<file path="src/source/board_pkg.sv">
package board_pkg;

	// Free-running time base shared by the whole board
	localparam int SYSTIME_BITS = 64;

	localparam int NLEDS = 8;

	// Only LED 0 lit after reset, the pattern then walks left
	localparam logic [NLEDS-1:0] LEDS_RESET = 8'b0000_0001;

endpackage

</file>
<file path="src/source/max7219_pkg.sv">
package max7219_pkg;

	localparam int WORD_BITS = 16;	// Four zero bits, address nibble, data byte
	localparam int ROWS = 8;	// Digit rows per device
	localparam logic [3:0] INTENSITY = 4'h8;
	localparam int INIT_STEPS = 5;

	typedef enum logic [3:0] {
		REG_DIGIT0 = 4'h1,
		REG_DIGIT1 = 4'h2,
		REG_DIGIT2 = 4'h3,
		REG_DIGIT3 = 4'h4,
		REG_DIGIT4 = 4'h5,
		REG_DIGIT5 = 4'h6,
		REG_DIGIT6 = 4'h7,
		REG_DIGIT7 = 4'h8,
		REG_DECODE = 4'h9,
		REG_INTENSITY = 4'hA,
		REG_SCAN_LIMIT = 4'hB,
		REG_SHUTDOWN = 4'hC,
		REG_TEST = 4'hF
	} reg_addr_e;

	// Each entry becomes one init group that is sent once after reset
	localparam reg_addr_e INIT_ADDR [INIT_STEPS] = '{
		REG_DECODE, REG_INTENSITY, REG_SCAN_LIMIT, REG_SHUTDOWN, REG_TEST
	};
	localparam logic [7:0] INIT_DATA [INIT_STEPS] = '{
		8'h00, {4'h0, INTENSITY}, 8'h07, 8'h01, 8'h00	// Raw pixels, all rows, normal mode
	};

	typedef enum logic [2:0] {ST_IDLE, ST_LOAD, ST_SHIFT, ST_LATCH, ST_GAP} ctrl_state_e;

endpackage

</file>
<file path="src/source/systime_heartbeat.sv">
`timescale 1ns/1ps

module systime_heartbeat #(
	parameter int HEARTBEAT_BIT = 20
) (
	input  logic clk,
	input  logic rst_n,
	input  logic [board_pkg::SYSTIME_BITS-1:0] systime_set,
	input  logic systime_set_en,
	output logic [board_pkg::SYSTIME_BITS-1:0] systime,
	output logic [board_pkg::NLEDS-1:0] leds
);

	logic beat;

	// Low bits all zero once per 2**(HEARTBEAT_BIT+1) cycles
	assign beat = (systime[HEARTBEAT_BIT:0] == '0);

	always_ff @(posedge clk or negedge rst_n) begin
		if (!rst_n) begin
			systime <= '0;
		end else if (systime_set_en) begin
			systime <= systime_set;	// Load from the host wins over counting
		end else begin
			systime <= systime + 1'b1;
		end
	end

	always_ff @(posedge clk or negedge rst_n) begin
		if (!rst_n) begin
			leds <= board_pkg::LEDS_RESET;
		end else if (beat) begin
			leds <= {leds[board_pkg::NLEDS-2:0], leds[board_pkg::NLEDS-1]};
		end
	end

endmodule

</file>
<file path="src/source/led7219_shifter.sv">
`timescale 1ns/1ps

module led7219_shifter #(
	parameter int SCLK_DIV = 2
) (
	input  logic clk,
	input  logic rst_n,
	input  logic word_start,
	input  max7219_pkg::reg_addr_e word_addr,
	input  logic [7:0] word_data,
	output logic word_done,
	output logic leds_out,
	output logic leds_clk
);

	localparam int DIV_W = (SCLK_DIV > 1) ? $clog2(SCLK_DIV) : 1;
	localparam int BIT_W = $clog2(max7219_pkg::WORD_BITS);

	logic [max7219_pkg::WORD_BITS-1:0] shreg;
	logic [DIV_W-1:0] div_cnt;
	logic [BIT_W-1:0] bit_cnt;
	logic busy;
	logic half_end;

	assign half_end = (div_cnt == DIV_W'(SCLK_DIV - 1));
	assign leds_out = shreg[max7219_pkg::WORD_BITS-1];	// Most significant bit goes out first

	always_ff @(posedge clk or negedge rst_n) begin
		if (!rst_n) begin
			shreg <= '0;
			div_cnt <= '0;
			bit_cnt <= '0;
			busy <= 1'b0;
			leds_clk <= 1'b0;
			word_done <= 1'b0;
		end else begin
			word_done <= 1'b0;
			if (word_start && !busy) begin
				shreg <= {4'b0000, word_addr, word_data};
				div_cnt <= '0;
				bit_cnt <= '0;
				busy <= 1'b1;
			end else if (busy) begin
				if (half_end) begin
					div_cnt <= '0;
					leds_clk <= ~leds_clk;
					if (leds_clk) begin
						// Data moves on the falling edge so it is settled for the next rise
						shreg <= shreg << 1;
						if (bit_cnt == BIT_W'(max7219_pkg::WORD_BITS - 1)) begin
							busy <= 1'b0;
							word_done <= 1'b1;
						end else begin
							bit_cnt <= bit_cnt + 1'b1;
						end
					end
				end else begin
					div_cnt <= div_cnt + 1'b1;
				end
			end
		end
	end

endmodule

</file>
<file path="src/source/led7219_ctrl.sv">
`timescale 1ns/1ps

module led7219_ctrl #(
	parameter int NDEV = 4,
	parameter int SCLK_DIV = 2,
	localparam int DEV_W = (NDEV > 1) ? $clog2(NDEV) : 1,
	localparam int ROW_W = $clog2(max7219_pkg::ROWS)
) (
	input  logic clk,
	input  logic rst_n,
	input  logic [7:0] row_byte,
	input  logic word_done,
	output logic word_start,
	output max7219_pkg::reg_addr_e word_addr,
	output logic [7:0] word_data,
	output logic leds_cs,
	output logic frame_start,
	output logic [DEV_W-1:0] dev,
	output logic [ROW_W-1:0] row
);

	localparam int DIV_W = (SCLK_DIV > 1) ? $clog2(SCLK_DIV) : 1;

	max7219_pkg::ctrl_state_e state;
	max7219_pkg::ctrl_state_e state_n;
	logic [DIV_W-1:0] div_cnt;
	logic [2:0] init_step;
	logic scan;
	logic half_end;
	logic last_init;
	logic group_end;

	assign half_end = (div_cnt == DIV_W'(SCLK_DIV - 1));
	assign last_init = (init_step == 3'(max7219_pkg::INIT_STEPS - 1));
	assign group_end = (state == max7219_pkg::ST_GAP) && half_end;

	assign word_start = (state == max7219_pkg::ST_LOAD);

	// The next group is row 0, so the frame picture is taken now
	assign frame_start = group_end && (scan ? (row == ROW_W'(max7219_pkg::ROWS - 1)) : last_init);

	assign word_addr = scan ?
		max7219_pkg::reg_addr_e'(4'(max7219_pkg::REG_DIGIT0) + 4'(row)) :
		max7219_pkg::INIT_ADDR[init_step];
	assign word_data = scan ? row_byte : max7219_pkg::INIT_DATA[init_step];

	always_comb begin
		state_n = state;
		case (state)
			max7219_pkg::ST_IDLE: begin
				state_n = max7219_pkg::ST_LOAD;
			end
			max7219_pkg::ST_LOAD: begin
				state_n = max7219_pkg::ST_SHIFT;
			end
			max7219_pkg::ST_SHIFT: begin
				if (word_done) begin
					state_n = (dev == '0) ? max7219_pkg::ST_LATCH : max7219_pkg::ST_LOAD;
				end
			end
			max7219_pkg::ST_LATCH: begin
				if (half_end) begin
					state_n = max7219_pkg::ST_GAP;
				end
			end
			max7219_pkg::ST_GAP: begin
				if (half_end) begin
					state_n = max7219_pkg::ST_LOAD;
				end
			end
			default: begin
				state_n = max7219_pkg::ST_IDLE;
			end
		endcase
	end

	always_ff @(posedge clk or negedge rst_n) begin
		if (!rst_n) begin
			state <= max7219_pkg::ST_IDLE;
			leds_cs <= 1'b1;
			div_cnt <= '0;
			dev <= DEV_W'(NDEV - 1);
			row <= '0;
			init_step <= '0;
			scan <= 1'b0;
		end else begin
			state <= state_n;
			// Chip select is low only while words are being loaded and shifted
			leds_cs <= !(state_n == max7219_pkg::ST_LOAD || state_n == max7219_pkg::ST_SHIFT);
			if ((state == max7219_pkg::ST_LATCH || state == max7219_pkg::ST_GAP) && !half_end) begin
				div_cnt <= div_cnt + 1'b1;
			end else begin
				div_cnt <= '0;
			end
			if (state == max7219_pkg::ST_SHIFT && word_done) begin
				dev <= (dev == '0) ? DEV_W'(NDEV - 1) : dev - 1'b1;	// Far device first
			end
			if (group_end) begin
				if (scan) begin
					row <= row + 1'b1;	// Wraps back to row 0
				end else if (last_init) begin
					scan <= 1'b1;
				end else begin
					init_step <= init_step + 1'b1;
				end
			end
		end
	end

endmodule

</file>
<file path="src/source/led7219.sv">
`timescale 1ns/1ps

module led7219 #(
	parameter int NDEV = 4,
	parameter int SCLK_DIV = 2
) (
	input  logic clk,
	input  logic rst_n,
	input  logic [NDEV*64-1:0] data,
	output logic leds_out,
	output logic leds_cs,
	output logic leds_clk
);

	localparam int DEV_W = (NDEV > 1) ? $clog2(NDEV) : 1;
	localparam int ROW_W = $clog2(max7219_pkg::ROWS);
	localparam int DEV_BITS = max7219_pkg::ROWS * 8;

	logic [NDEV*64-1:0] snap;
	logic frame_start;
	logic word_start;
	logic word_done;
	logic [DEV_W-1:0] dev;
	logic [ROW_W-1:0] row;
	logic [7:0] row_byte;
	logic [7:0] word_data;
	max7219_pkg::reg_addr_e word_addr;

	// Held for a whole scan frame so all rows show the same instant
	always_ff @(posedge clk) begin
		if (frame_start) begin
			snap <= data;
		end
	end

	assign row_byte = snap[int'(dev) * DEV_BITS + int'(row) * 8 +: 8];

	led7219_ctrl #(
		.NDEV(NDEV),
		.SCLK_DIV(SCLK_DIV)
	) u_ctrl (
		.clk(clk),
		.rst_n(rst_n),
		.row_byte(row_byte),
		.word_done(word_done),
		.word_start(word_start),
		.word_addr(word_addr),
		.word_data(word_data),
		.leds_cs(leds_cs),
		.frame_start(frame_start),
		.dev(dev),
		.row(row)
	);

	led7219_shifter #(
		.SCLK_DIV(SCLK_DIV)
	) u_shifter (
		.clk(clk),
		.rst_n(rst_n),
		.word_start(word_start),
		.word_addr(word_addr),
		.word_data(word_data),
		.word_done(word_done),
		.leds_out(leds_out),
		.leds_clk(leds_clk)
	);

endmodule

</file>
<file path="src/source/debug_board.sv">
`timescale 1ns/1ps

module debug_board #(
	parameter int NDEV = 4,
	parameter int SCLK_DIV = 2,
	parameter int HEARTBEAT_BIT = 20
) (
	input  logic clk,
	input  logic rst_n,
	input  logic [(NDEV-1)*64-1:0] probe,
	input  logic [board_pkg::SYSTIME_BITS-1:0] systime_set,
	input  logic systime_set_en,
	output logic [board_pkg::SYSTIME_BITS-1:0] systime,
	output logic [board_pkg::NLEDS-1:0] leds,
	output logic leds_out,
	output logic leds_cs,
	output logic leds_clk
);

	systime_heartbeat #(
		.HEARTBEAT_BIT(HEARTBEAT_BIT)
	) u_systime (
		.clk(clk),
		.rst_n(rst_n),
		.systime_set(systime_set),
		.systime_set_en(systime_set_en),
		.systime(systime),
		.leds(leds)
	);

	// Device 0 shows the time, the remaining devices show the probed pins
	led7219 #(
		.NDEV(NDEV),
		.SCLK_DIV(SCLK_DIV)
	) u_led7219 (
		.clk(clk),
		.rst_n(rst_n),
		.data({probe, systime}),
		.leds_out(leds_out),
		.leds_cs(leds_cs),
		.leds_clk(leds_clk)
	);

endmodule

</file>
<file path="config.mk">
export PLATFORM = sky130hd
export DESIGN_NAME = debug_board
export DESIGN_NICKNAME = d
export VERILOG_FILES = /design/src/source/board_pkg.sv /design/src/source/max7219_pkg.sv /design/src/source/systime_heartbeat.sv /design/src/source/led7219_shifter.sv /design/src/source/led7219_ctrl.sv /design/src/source/led7219.sv /design/src/source/debug_board.sv
export SDC_FILE = /design/constraint.sdc
export NUM_CORES = 1
export LEC_CHECK = 0
export ABC_AREA = 1
export BUFFER_PORTS_ARGS = -buffer_cell sky130_fd_sc_hd__buf_2
export CELL_PAD_IN_SITES_DETAIL_PLACEMENT = 2
export CELL_PAD_IN_SITES_GLOBAL_PLACEMENT = 2
export CORE_MARGIN = 3
export CORE_UTILIZATION = 31
export DETAILED_ROUTE_END_ITERATION = 6
export HOLD_SLACK_MARGIN = 0.08
export PLACE_DENSITY_LB_ADDON = 0.1
export SYNTH_ARGS = -nofsm -noshare
export SYNTH_HDL_FRONTEND = slang
export SYNTH_SLANG_ARGS = --single-unit
export TNS_END_PERCENT = 1
</file>
<file path="constraint.sdc">
create_clock -name clk -period 11.8 [get_ports clk]
set_input_delay 2.36 -clock clk [delete_from_list [all_inputs] [get_ports clk]]
set_output_delay 2.36 -clock clk [all_outputs]
set_load 0.01 [all_outputs]
</file>
==> qor.yml, run 1 <==
global_route:
  grt_first_pass_wirelength_mm: 98.0
  grt_pass1_vias: 15593
  overflow: 0
  grt_usage: 0.228
  antenna_found_initial: 8
  grt_max_degree: 175
synth:
  ys_seq_area_frac: 0.616
  synth_xor_area_frac: 0.0207
  yosys.area_share.simple: 0.273
  ys_warn_count: 0
  syn_area_per_cell_sq_um: 9.41
  syn_area_sq_mm: 0.0169
  yosys.area_share.adder: 0.00812
  ys_ff_latch: 366
  async_flop_share: 0.301
  synthMuxAreaShare: 0
  synth_compound_area_frac: 0.0333
  synth.net_count: 2072
  syn-instance-count: 1802
  synth_edf_count: 256
  ys_types: 38
  synth_top_family_by_area: "simple AND/OR/NAND/NOR gates"
  yosys_most_used_dff: "edfxtp_1"
timing:
  fin_crit_sh: 0.330
  slew_viol_final: 0
  final_hold_viol_count: 0
  clock_skew_ps: 33.4
  tightestPinTransition_ps: 1230
  fin_setup_tns_ps: 0
  period_needed_ps: 3890
  fin_ws_ps: 7910
  slew_headroom: 0.178
  grt_setup_unrepaired: "false"
  finalSetupViolCount: 0
  timing.fmax_mhz: 257
clock_tree:
  cts_setup_buffers: 0
  cts_root_buf: "clkbuf_16"
  tritoncts: "yes"
  clock_latency_ps: 590
  hold_buffers: 0
  clk_pin_slew_worst_paths_ps: 60
  cts_resized: 0
  cts_buffers: 45
  cts_num_sinks: 366
  cts_buffer_depth: 3
  h-tree-depth: 2
placement:
  dp_hpwl_mm: 48.0
  dp_slack_ps: 7800
  place_congestion: 0.833
  port-buffer-count: 333
  placed_cells: 2774
  postPlaceCellArea_sq_mm: 0.0192
critical_path:
  critPathMaxFanout: 8
  cp.arrival_ps: 1530
  crit_family: "flip-flops"
  cp-start-kind: "register"
  worst-path-buf-inv: 1
  crit_path_end_kind: "output pin"
  critical_path_class: "reg2out"
  cp_slowest_stage_delay_ps: 720
  critPathSlowestCell: "dfrtp_1"
  path_cells: "buf_2"
  required_ps: 9440
final_layout:
  layout.cells.non_filler: 2860
  drive_gt1_frac: 0.217
  fin_area_sq_mm: 0.0207
  fin_nets: 2395
  area_growth_pct: 22.2
  final_cell_mix: "705 x nand2_1, 332 x buf_2, 256 x edfxtp_1"
  final_common_cell: "nand2_1"
job:
  maxCapViolations: 0
route:
  wl_met3_mm: 2.93
  drtIter0Drc: 790
  met2_length_mm: 33.3
  vias_per_cell: 4.95
  wl_met1_mm: 28.6
  wl_mm: 66.2
  vias: 14157
  drtAntennaViolNets: 0
  drt_pass1_iterations: 5
  drcViolationCount: 0
  top_layer: "met5"
  routedWlPerCell_microns: 23.1
hold_path:
  hp-class: "reg2reg"
die:
  die_width_microns: 240
  num_rows: 85
  die_area_sq_mm: 0.0575
  pin_count: 334
  core_area_sq_mm: 0.0539
  start_util: 0.314
  die_h_microns: 240
run_status:
  status: "finished clean"
pwr:
  peakVddDrop_mv: 0.0932
  cellPowerDensity_mw_per_mm2: 146
  total_power_mw: 3.01
  leakage_nw: 8.95
==> sequential cells by signal (all words and copies together), names as in the netlist, 2 cells and up <==
| register | cells |
|---|---|
| u_led7219.snap | 256 |
| u_led7219.u_ctrl.dev | 2 |
| u_led7219.u_ctrl.init_step | 3 |
| u_led7219.u_ctrl.row | 3 |
| u_led7219.u_ctrl.state | 3 |
| u_led7219.u_shifter.bit_cnt | 4 |
| u_led7219.u_shifter.shreg | 16 |
| u_systime.leds | 8 |
| u_systime.systime | 64 |
==> stage by stage <==
| step | utilization | hold WS [ps] |
|---|---|---|
| CTS | 0.384 | 487 |
| global route | 0.384 | 505 |
| detailed placement | 0.357 | 471 |
| finish | 0.384 | 478 |
| floorplan | - | 442 |
| global placement | 0.357 | 451 |
==> cell usage after synthesis (all sizes together), types with 6 or more instances <==
library cell  count  area share
nand2           713        0.16
edfxtp          256        0.45
nand3           183       0.055
nor2            134       0.035
inv             118       0.026
dfrtp           106        0.16
buf              52       0.018
a21oi            46       0.014
o21ai            38       0.011
xor2             27       0.014
nor3             25       0.010
nand4            23      0.0085
clkbuf           16      0.0035
xnor2            13      0.0067
a31oi            12      0.0044
ha               11      0.0081
a22oi             6      0.0027
==> power by group <==
group | internal [mW] | switching [mW]
logic | 0.0691 | 0.101
clock network | 0.816 | 0.567
registers | 1.40 | 0.0601
==> cells by family after synthesis <==
logic type | Yosys count
AOI/OAI and AO/OA | 105
xor gates and xnor gates | 40
adders and majority gates | 11
buffers and inverters | 187
DFF | 366
and+or+nand+nor | 1093
==> final timing paths <==
check / from / endpoint / slack, ps / cells after the start
setup reg to reg: u_led7219.u_ctrl.row[0] / u_led7219.u_shifter.shreg[2] / 8440 / 12
hold reg to reg: u_led7219.u_ctrl.div_cnt / u_led7219.u_ctrl.state[2] / 480 / 2
hold / removal: u_led7219.u_ctrl.div_cnt / u_led7219.u_ctrl.state[2] / 480 / 2
setup / recovery: u_systime.systime[16] / systime[16] / 7910 / 1
min in group asynchronous: rst_n / u_led7219.u_ctrl.state[2] / 1810 / 1
max in group asynchronous: rst_n / u_systime.leds[1] / 8500 / 2
==> per-layer routing <==
metal,track usage,vias to the layer above
li1,-,6598
met1,0.294,7175
met2,0.402,301
met3,0.0370,73
met4,0.0556,10
met5,0,-
==> final cells by class <==
class / count / area, sq um
fill: 5966 / 33200
sequential: 366 / 10500
multi-input combinational: 1249 / 5700
timing repair buffer: 344 / 1760
clock buffer: 69 / 1320
tap: 696 / 871
inverter: 119 / 449
clock inverter: 15 / 146
antenna: 2 / 5.00
Power figures use the tool's default switching activity.
==> run 2: changes to the inputs <==
Settings changed: CORE_UTILIZATION 31 to 34.
Clock period 11.8 ns to 3.8 ns, I/O delays scaled along.
==> qor.yml, run 2 (synthesis gave the netlist of run 1 again) <==
timing:
  slew_viol_final: 0  # unchanged
  slew_headroom: 0.353  # +0.175
  finalSetupViolCount: 0  # unchanged
  clock_skew_ps: 16.3  # -17.2 ps
  tightestPinTransition_ps: 967  # -266 ps
  fin_crit_sh: 0.680
  period_needed_ps: 2590
  timing.fmax_mhz: 387
  hold_slack_ps: 156  # -323 ps
  final_hold_viol_count: 0  # unchanged
  grt_setup_unrepaired: "false"
final_layout:
  final_cell_mix: "703 x nand2_1, 332 x buf_2, 256 x edfxtp_1"
  fin_nets: 2398  # +0.13%
  reg_top3: "u_led7219.snap: 256 flops, u_systime.systime: 64 flops, u_led7219.u_shifter.shreg: 16 flops"
  final_common_cell: "nand2_1"
  area_growth_pct: 22.2  # about the same
  largest_register_ffs: 256  # unchanged
  drive_gt1_frac: 0.221  # +0.00390
  fin_util: 0.422  # +0.0382
  fillers: 5465  # -8.4%
  largest-register: "u_led7219.snap"
placement:
  port-buffer-count: 333  # unchanged
  dp_hpwl_mm: 50.5  # +5.3%
  place_congestion: 0.891  # +7.0%
route:
  drtAntennaViolNets: 0  # unchanged
  drt_pass1_iterations: 5  # unchanged
  drtIter0Drc: 731  # -7.5%
  drcViolationCount: 0  # unchanged
  vias_per_cell: 5.10  # +3.0%
  wl_met1_mm: 28.6  # +0.14%
  wl_mm: 67.5  # +2.0%
  routedWlPerCell_microns: 23.9  # +3.2%
  met2_length_mm: 33.7  # +1.1%
  wl_met3_mm: 3.09  # +5.7%
  top_layer: "met4"
  vias: 14419  # +1.9%
critical_path:
  required_ps: 4260  # -5180 ps
  critPathMaxFanout: 32  # +24
  cp.arrival_ps: 3040  # +1510 ps
  critical_path_class: "reg2reg"
  crit_path_end_kind: "register"
  cp-start-kind: "register"
die:
  die_area_sq_mm: 0.0526  # -8.6%
  start_util: 0.346  # +0.0312
  die_h_microns: 229  # -4.4%
  pin_count: 334  # unchanged
  die_width_microns: 229  # -4.4%
  core_area_sq_mm: 0.0491  # -9.0%
  num_rows: 81  # -4.7%
clock_tree:
  cts_root_buf: "clkbuf_16"
  clock_latency_ps: 580  # about the same
  cts_buffers: 43  # -4.4%
  cts_resized: 0  # unchanged
  tritoncts: "yes"
  clk_pin_slew_worst_paths_ps: 60  # about the same
  cts_buffer_depth: 3  # unchanged
  hold_buffers: 0  # unchanged
  cts_setup_buffers: 0  # unchanged
  cts_num_sinks: 366  # unchanged
  h-tree-depth: 2  # unchanged
pwr:
  total_power_mw: 9.26  # +210%
  cellPowerDensity_mw_per_mm2: 447  # +210%
  leakage_nw: 8.97  # +0.20%
  peakVddDrop_mv: 0.251  # +170%
global_route:
  grt_pass1_vias: 15910  # +2.0%
  grt_first_pass_wirelength_mm: 101  # +3.3%
  grt_usage: 0.256  # +0.0277
  overflow: 0  # unchanged
  antenna_found_initial: 3  # -5
  grt_max_degree: 106  # -39%
hold_path:
  hp-class: "in2async"
job:
  maxCapViolations: 0  # unchanged
run_status:
  status: "finished clean"
[run 2: critical path, stage by stage, from the launching register on]
cell and delay, ps:
dfrtp_1 880, buf_4 400, nor2_2 70, buf_4 290
nand2_1 110, nand2_1 50, nor2_1 190, nand2_1 70
nand2_1 90, nand2_1 70, nand3_1 90, nand2_1 50
nand2_1 60, nand2_1 50
[run 2: final timing paths]
check,start,endpoint,slack (ps),cells after the start
worst min register to register,u_led7219.u_ctrl.div_cnt,u_led7219.u_ctrl.state[2],470,2
worst min-delay path,rst_n,u_systime.systime[10],160,1
worst max-delay path,u_led7219.u_ctrl.row[1],u_led7219.u_shifter.shreg[1],1210,13
max in group asynchronous,rst_n,u_led7219.u_ctrl.leds_cs,2820,2
min in group clk,probe[41],u_led7219.snap[105],360,1
worst max register to register,u_led7219.u_ctrl.row[1],u_led7219.u_shifter.shreg[1],1210,13
[run 2: power by group]
group / total (mW) / internal (mW) / switching (mW)
logic: 0.535 / 0.216 / 0.318
registers: 4.55 / 4.35 / 0.199
clock network: 4.18 / 2.47 / 1.71
[run 2: layout make-up]
type	instances	area [sq um]	share of cell area
repair buffers	349	1850	0.0894
diodes	3	7.51	0.000363
flip-flops and latches	366	10400	0.505
well taps	664	831	0.0401
multi-input cells	1249	5720	0.276
inverters	119	450	0.0218
clock inverters	17	171	0.00828
clock buffers	60	1230	0.0595
[run 2: metrics by stage]
stage | area, sq um | setup TNS, ps | cells | setup slack (ps)
3_5_place_dp | 19300 | 0 | 2747 | 1190
3_3_place_gp | 19300 | 0 | 2747 | 1260
5_1_grt | 20700 | 0 | 2826 | 864
4_1_cts | 20700 | 0 | 2824 | 1150
2_1_floorplan | 17000 | -302720 | 1802 | -1180
6_report | 20700 | 0 | 2827 | 1210
[run 2: layer usage]
metal  global-route usage  up-vias
met5                    0        -
met4               0.0839        0
met3               0.0376       97
met2                0.442      349
met1                0.331     7361
li1                     -     6612
==> run 3: changes to the inputs <==
Settings changed: ABC_AREA 1 to 0, CORE_UTILIZATION 34 to 38.
Clock period 3.8 ns to 2.46 ns, I/O delays scaled along.
==> qor.yml, run 3 <==
critical_path:
  cpMostUsedCell: "or4_4"
  cp_num_cells: 5  # -8
  cp.arrival_ps: 2800  # -240 ps
  worstSetupEndpoint: "u_systime.systime[57]"
  critPathSlowestCell: "or4_4"
  rr_endpoint: "u_systime.systime[57]"
  r2r-start: "u_systime.systime[36]"
  ff2ff_path_depth: 5  # -8
  required_ps: 2920  # -1340 ps
  cp_slowest_stage_delay_ps: 550  # -330 ps
  crit_path_end_kind: "register"
  crit_family: "simple AND/OR/NAND/NOR gates"
  worstSetupStartpoint: "u_systime.systime[36]"
  cp-start-kind: "register"
  worst-path-buf-inv: 0  # -2
  critPathMaxFanout: 8  # -75%
  reg2reg_slack_ps: 110  # -1100 ps
  critical_path_class: "reg2reg"
  path_cells: "nand4_1 -> or4_4 -> or4_4 -> or4_1 -> a31oi_1"
timing:
  finalSetupViolCount: 0  # unchanged
  timing.fmax_mhz: 426  # +10%
  final_hold_viol_count: 0  # unchanged
  fin_crit_sh: 0.954  # +0.273
  slew_viol_final: 0  # unchanged
  slew_headroom: 0.521  # +0.168
  fin_ws_ps: 114  # -1100 ps
  tightestPinTransition_ps: 719  # -248 ps
  period_needed_ps: 2350  # -239 ps
  grt_setup_unrepaired: "true"
  clock_skew_ps: 26.1  # +9.86 ps
die:
  die_h_microns: 208  # -9.1%
  num_rows: 73  # -9.9%
  start_util: 0.388  # +0.0424
  pin_count: 334  # unchanged
  core_area_sq_mm: 0.0401  # -18%
  die_area_sq_mm: 0.0434  # -17%
  die_width_microns: 208  # -9.1%
final_layout:
  reg_top3: "u_led7219.snap: 256 flops, u_systime.systime: 64 flops, u_led7219.u_shifter.shreg: 16 flops"
  area_growth_pct: 28.3
  fin_area_sq_mm: 0.0200  # -3.6%
  drive_gt1_frac: 0.386  # +0.165
  final_cell_mix: "332 x buf_2, 256 x edfxtp_1, 103 x dfrtp_1"
  largest-register: "u_led7219.snap"
  fin_nets: 1735  # -28%
  final_common_cell: "buf_2"
  largest_register_ffs: 256  # unchanged
  layout.cells.non_filler: 2028  # -28%
clock_tree:
  cts_root_buf: "clkbuf_16"
  clk_pin_slew_worst_paths_ps: 60  # about the same
  cts_num_sinks: 366  # unchanged
  tritoncts: "yes"
  clock_latency_ps: 550  # -30 ps
  h-tree-depth: 2  # unchanged
  cts_buffer_depth: 3  # unchanged
  cts_buffers: 41  # -4.7%
hold_path:
  hold_depth: 1
  hp-class: "in2reg"
synth:
  yosysTopAreaCellShare: 0.494  # +0.0407
  ys_warn_count: 0  # unchanged
  synth_edf_count: 256  # unchanged
  synthTopCellsByArea: "edfxtp_1 49%, dfrtp_1 17%, mux4_2 9.3%, nand2_1 2.3%, o21ai_0 1.7%"
  synth.net_count: 1317  # -36%
  syn_area_per_cell_sq_um: 14.9  # +58%
  syn-instance-count: 1047  # -42%
  syn_area_sq_mm: 0.0156  # -8.2%
  async_flop_share: 0.301  # unchanged
  synth_area_leader_cell: "edfxtp_1"
  synth_commonest_cells: "256 x edfxtp_1, 106 x dfrtp_1, 97 x nand2_1"
  yosys_most_used_dff: "edfxtp_1"
  ys_types: 53  # +39%
  synth_most_common_cell: "edfxtp_1"
  ys_ff_latch: 366  # unchanged
  ys_seq_area_frac: 0.672  # +0.0553
global_route:
  grt_usage: 0.248  # -0.00749
  grt_pass1_vias: 12406  # -22%
  grt_max_degree: 99  # -6.6%
  overflow: 0  # unchanged
  grt_first_pass_wirelength_mm: 81.6  # -19%
  antenna_found_initial: 6  # +3
placement:
  place_congestion: 0.823  # -7.6%
  placed_cells: 1943  # -29%
  dp_hpwl_mm: 40.1  # -21%
  port-buffer-count: 333  # unchanged
  postPlaceCellArea_sq_mm: 0.0185  # -4.1%
  dp_slack_ps: 34.0  # -1160 ps
route:
  vias_per_cell: 5.47  # +7.3%
  drtAntennaViolNets: 0  # unchanged
  drcViolationCount: 0  # unchanged
  vias: 11101  # -23%
  drtIter0Drc: 801  # +9.6%
  routedWlPerCell_microns: 26.6  # +11%
  wl_mm: 53.9  # -20%
  drt_pass1_iterations: 5  # unchanged
pwr:
  cellPowerDensity_mw_per_mm2: 711  # +59%
  peakVddDrop_mv: 0.488  # +94%
  leakage_nw: 7.61  # -15%
run_status:
  status: "finished clean"
job:
  maxCapViolations: 0  # unchanged
## run 3: changes by cell type in the layout (fill, tap and decap cells not counted), moves of 18 or more
cell	change
mux4_2	+64
buf_4	+61
o21ai_0	+19
nand3_1	-145
mux2_2	+19
a21oi_1	-28
inv_1	-86
or3_1	+18
mux2i_1	+24
nor2_1	-58
nand2_1	-606
## run 3: worst min-delay path by stage
stage	slack [ps]	endpoint	startpoint
after floorplan	200	u_led7219.u_ctrl.div_cnt	rst_n
after global placement	480	u_led7219.snap[27]	u_systime.systime[27]
after detailed placement	490	u_led7219.u_shifter.shreg[10]	u_led7219.u_shifter.shreg[9]
after CTS	80	u_led7219.snap[239]	probe[175]
after global routing	90	u_led7219.snap[173]	probe[109]
final	110	u_led7219.snap[212]	probe[148]
## run 3: power by group
group / internal [mW] / total [mW] / switching, mW
logic: 0.434 / 1.00 / 0.566
clock network: 3.85 / 6.37 / 2.51
registers: 6.72 / 6.84 / 0.112
## run 3: kinds of logic after synthesis
group / share of synthesized area
AOI/OAI and AO/OA: 0.0565
muxes: 0.122
adders and majority gates: 0.00885
DFF: 0.672
buffers and inverters: 0.0166
and+or+nand+nor: 0.102
xor gates and xnor gates: 0.0225
## run 3: metal layers
layer	GRT usage	wire length, microns	vias up	share of wire
li1	-	-	4930	-
met1	0.314	21500	5779	0.40
met2	0.439	28600	333	0.53
met3	0.0486	2960	55	0.055
met4	0.0649	802	4	0.015
met5	0	28	-	0.00052
## run 3: area by class of cell
| type | count | area, sq um |
|---|---|---|
| antenna | 5 | 12.5 |
| clock buffer | 59 | 1180 |
| clock inverter | 17 | 210 |
| fill | 3898 | 20100 |
| inverter | 20 | 75.1 |
| multi-input combinational | 615 | 4890 |
| sequential | 366 | 10500 |
| tap | 525 | 657 |
| timing repair buffer | 421 | 2490 |
## run 3: repair_timing
action	4_1_cts	5_1_grt
resized for setup	1	2
endpoints found under the setup margin	2	6
pin swaps	0	0
endpoints found under the hold margin	39	2
hold buffers	2	2
buffers inserted	0	0
## run 3: metrics by stage
stage | TNS [ps] | utilization | power [mW] | hold slack (ps)
global route | -64.1 | 0.498 | 14.8 | 85.2
detailed placement | 0 | 0.462 | 7.96 | 494
global placement | 0 | 0.462 | 7.90 | 484
finish | 0 | 0.498 | 14.2 | 112
floorplan | -1260710 | - | 7.26 | 196
CTS | 0 | 0.497 | 14.4 | 80.3
